===== src/common/rv_pkg.sv =====
package rv_pkg;

    // basic widths
    typedef logic [31:0] word_t;      // data, instruction or pc value
    typedef logic [4:0]  reg_addr_t;  // x0..x31
    typedef logic [5:0]  imem_addr_t; // instruction word index, pc[7:2]

    // alu operations the core needs
    typedef enum logic [1:0] {
        ALU_ADD,
        ALU_SUB,
        ALU_AND,
        ALU_OR
    } alu_op_t;

    // major opcodes of the supported subset
    typedef enum logic [6:0] {
        OP_LOAD   = 7'b0000011,
        OP_OPIMM  = 7'b0010011,
        OP_STORE  = 7'b0100011,
        OP_REG    = 7'b0110011,
        OP_BRANCH = 7'b1100011
    } opcode_t;

    // funct3 values
    localparam logic [2:0] FUNCT3_ADD_SUB = 3'b000;
    localparam logic [2:0] FUNCT3_OR      = 3'b110;
    localparam logic [2:0] FUNCT3_AND     = 3'b111;
    localparam logic [2:0] FUNCT3_BEQ     = 3'b000;
    localparam logic [2:0] FUNCT3_LOAD    = 3'b001; // program encoding, loaded as a full word
    localparam logic [2:0] FUNCT3_SW      = 3'b010;

    // funct7 values
    localparam logic [6:0] FUNCT7_BASE = 7'b0000000;
    localparam logic [6:0] FUNCT7_SUB  = 7'b0100000;

    // register numbers used by the euclid program
    localparam reg_addr_t X0 = 5'd0;
    localparam reg_addr_t X1 = 5'd1; // operand a, holds the result at the end
    localparam reg_addr_t X2 = 5'd2; // operand b
    localparam reg_addr_t X3 = 5'd3; // difference
    localparam reg_addr_t X5 = 5'd5; // sign mask
    localparam reg_addr_t X6 = 5'd6; // masked difference

    // byte address of the final self branch of the program
    localparam word_t HALT_PC = 32'd56;

endpackage

===== src/logic/data_memory.sv =====
`timescale 1ns/1ps

module data_memory import rv_pkg::*; #(
    parameter int DMEM_ADDR_W = 6
) (
    input  logic                   clk,
    // core port
    input  logic [DMEM_ADDR_W-1:0] addr,
    input  word_t                  wdata,
    input  logic                   we,
    output word_t                  rdata,
    // preload port, used while the core sits in reset
    input  logic                   preload_we,
    input  logic [DMEM_ADDR_W-1:0] preload_addr,
    input  word_t                  preload_data,
    // debug read
    input  logic [DMEM_ADDR_W-1:0] dbg_addr,
    output word_t                  dbg_data
);

    word_t mem [0:(2**DMEM_ADDR_W)-1];

    // single write port, preload wins over a core store
    always_ff @(posedge clk) begin
        if (preload_we) begin
            mem[preload_addr] <= preload_data;
        end else if (we) begin
            mem[addr] <= wdata;
        end
    end

    assign rdata    = mem[addr];     // load path
    assign dbg_data = mem[dbg_addr]; // no cycle cost

endmodule


===== config.mk =====
export PLATFORM = sky130hd
export DESIGN_NAME = data_memory
export DESIGN_NICKNAME = d
export VERILOG_FILES = /design/src/common/rv_pkg.sv /design/src/logic/data_memory.sv
export SDC_FILE = /design/constraint.sdc
export NUM_CORES = 2
export LEC_CHECK = 0
export BUFFER_PORTS_ARGS = -buffer_cell sky130_fd_sc_hd__buf_2
export CORE_ASPECT_RATIO = 1.2
export CORE_MARGIN = 3
export CORE_UTILIZATION = 39
export DETAILED_ROUTE_END_ITERATION = 16
export PLACE_DENSITY_LB_ADDON = 0.05
export SYNTH_ARGS = -nofsm -noshare
export SYNTH_HDL_FRONTEND = slang
export SYNTH_SLANG_ARGS = --single-unit

===== constraint.sdc =====
create_clock -name clk -period 6.78 [get_ports clk]
set_input_delay 1.356 -clock clk [delete_from_list [all_inputs] [get_ports clk]]
set_output_delay 1.356 -clock clk [all_outputs]
set_load 0.005 [all_outputs]

==> out/results.ini <==
[routing]
vias_per_cell=6.45
antenna_left=0
firstDrtPassIters=8
drc=0
routed_wl_mm=354
vias=52900
drt_iter0_drc=6285
drt-wirelength-per-cell_um=43.2

[finish]
nNetsFinal=4917
area_delta_synth_final_pct=15.2
layout-drive-gt1-share_pct=42.7
fillers=20300
final_util_pct=45.3
register_area_sq_um=61500
multi_input_area_sq_um=32200
regMostFlops=mem
final_cell_mix=2048 x edfxtp_1, 1152 x mux4_2, 286 x buf_4
largestRegisters=mem (2048)
largest_reg_flops=2048
final_common_cell=edfxtp_1
final_cells=8202

[grt]
top_usage_layer=met2
grt_pass1_vias=54700
gr-total-overflow=0
grt_usage_pct=28.3
antenna_found_initial=24
grt_max_degree=66
met3_usage_pct=3.75
grt_pass1_wl_mm=480
gr-usage-met2_pct=47.6
met1_usage_pct=38.3

[placement]
place_congestion=0.797
dp_cells=7789
numPortBuffers=148
dpl.hpwl_mm=215

[pwr]
leakage_nw=33.7
max-vdd-ir-drop_uv=188
p_per_area_nw_per_um2=267
finalPower_mw=29.1

[cts]
clock_path_buffers=4
post_cts_buffers=0
cts_resized=0
cts_sinks=2048
clkTransAtPathRegs_ps=60
tritoncts=built
cts_inserted_buffers=225
ctsHtreeMaxLevel=4
ctsRootBufferMaster=clkbuf_16
hold_buffers=0

[synthesis]
synth_seq_area_share_pct=64.9
syn_area_per_cell_sq_um=21.3
synth_fp_nets=4531
synth_seq_cells=2048
yosys_warnings=0
syn_area_sq_um=94800
synth.distinct_cells=42
syn_inst=4446

[timing]
tightest_slew_ps=1250
slew_headroom_pct=16.6
finalSetupViolCount=0
tns_ps=0
slew_viol_final=0
hold_violations=0
grt_setup_unrepaired=false
fmax_mhz=164
finalCritPeriodShare_pct=90.0
finalCriticalPeriod_ps=6100

[critical_path]
worstPathMaxFanout=45
crit_path_end_kind=primary output
slowest_delay_ps=580
cp_data_arrival_time_ps=4750
cpMaxStageDelayCell=a22oi_1
cp.required_ps=5420
worstPathCellList=buf_8 -> buf_12 -> buf_4 -> mux4_2 -> mux4_2 -> a22oi_1 -> buf_4 -> nand3_1 -> buf_2
crit_type=in2out
startpoint_type=primary input

[run_status]
status=completed

[floorplanning]
num_rows=197
die_area_sq_um=249000
die_h_um=546
core_sq_um=241000
io_pins=149
dieWidth_um=456
start_util_pct=39.3

[worst_hold_path]
hold_class=in2reg

[flow_run]
maxCapViolations=0

critical path, delay by kind of cell:
family	cells	cell delay, ps
buffers and inverters	5	1570
multiplexers	2	870
AO/OA/AOI/OAI	1	580
AND/OR/NAND/NOR	1	220
cell usage after synthesis (all sizes together):
cell    number  area (sq um)
mux4      1152         25900
clkbuf     139           522
nor3         2          10.0
a31o         1          8.76
nand3       51           255
edfxtp    2048         61500
nor2        85           319
clkinv       1          3.75
nand4        2          12.5
a21oi       28           140
a31oi       24           150
o211ai      67           503
a211o        1          8.76
mux2i      126          1260
inv          1          3.75
o31ai        2          15.0
o221ai      11          96.3
or2          2          12.5
o22ai       34           213
a22oi       66           495
and3         7          43.8
a211oi       2          15.0
nor2b       11          68.8
o31a         1          8.76
or3          2          12.5
buf        210          1110
and2        10          62.6
mux2        61           687
a221oi       3          26.3
a21o         1          7.51
o21ai        7          35.0
nand2b       8          50.1
o22a         1          8.76
a22o        13           114
nor4b        1          8.76
nand3b       4          30.0
nand2      258           968
o21a         3          22.5
layer usage:
layer  vias up  part of all wire [%]
li1      20400                     -
met5         -                     0
met2      2291                    50
met3       536                   6.2
met1     29700                    40
met4         0                   3.3
power breakdown:
part	switching [mW]	internal, mW
logic	1.71	1.10
clock network	5.18	6.85
registers	0.0590	14.2
total	6.95	22.2
through the flow:
stage | area [sq um] | hold WS [ps] | setup WS [ps]
finish | 109000 | 1240 | 676
global route | 109000 | 1270 | 656
CTS | 109000 | 1200 | 595
detailed placement | 102000 | 2150 | 608
global placement | 102000 | 2150 | 589
floorplan | 94800 | 2120 | 2090
path summary, 6_finish.rpt:
kind,from,end,slack (ps),cells past startpoint
worst min-delay path,wdata[4],mem[50][4],1240,4
worst max-delay path,dbg_addr[1],dbg_data[0],680,9
area by class of cell:
| cell class | instances | share of cell area [%] |
|---|---|---|
| sequential | 2048 | 56.3 |
| multi-input combinational | 2047 | 29.5 |
| clock buffer | 266 | 5.34 |
| timing repair buffer | 508 | 4.07 |
| tap | 3184 | 3.65 |
| clock inverter | 132 | 1.06 |
| antenna | 15 | 0.0344 |
| inverter | 2 | 0.00688 |
logic make-up (layout without fill, tap and decap cells):
| logic type | after synthesis | after routing | share of synthesized area [%] |
|---|---|---|---|
| simple gates | 443 | 443 | 1.96 |
| other cells | 0 | 15 | 0 |
| mux | 1339 | 1339 | 29.4 |
| buf+inv | 351 | 908 | 1.74 |
| flops | 2048 | 2048 | 64.9 |
| compound gates | 265 | 265 | 1.97 |
Power figures use the tool's default switching activity.
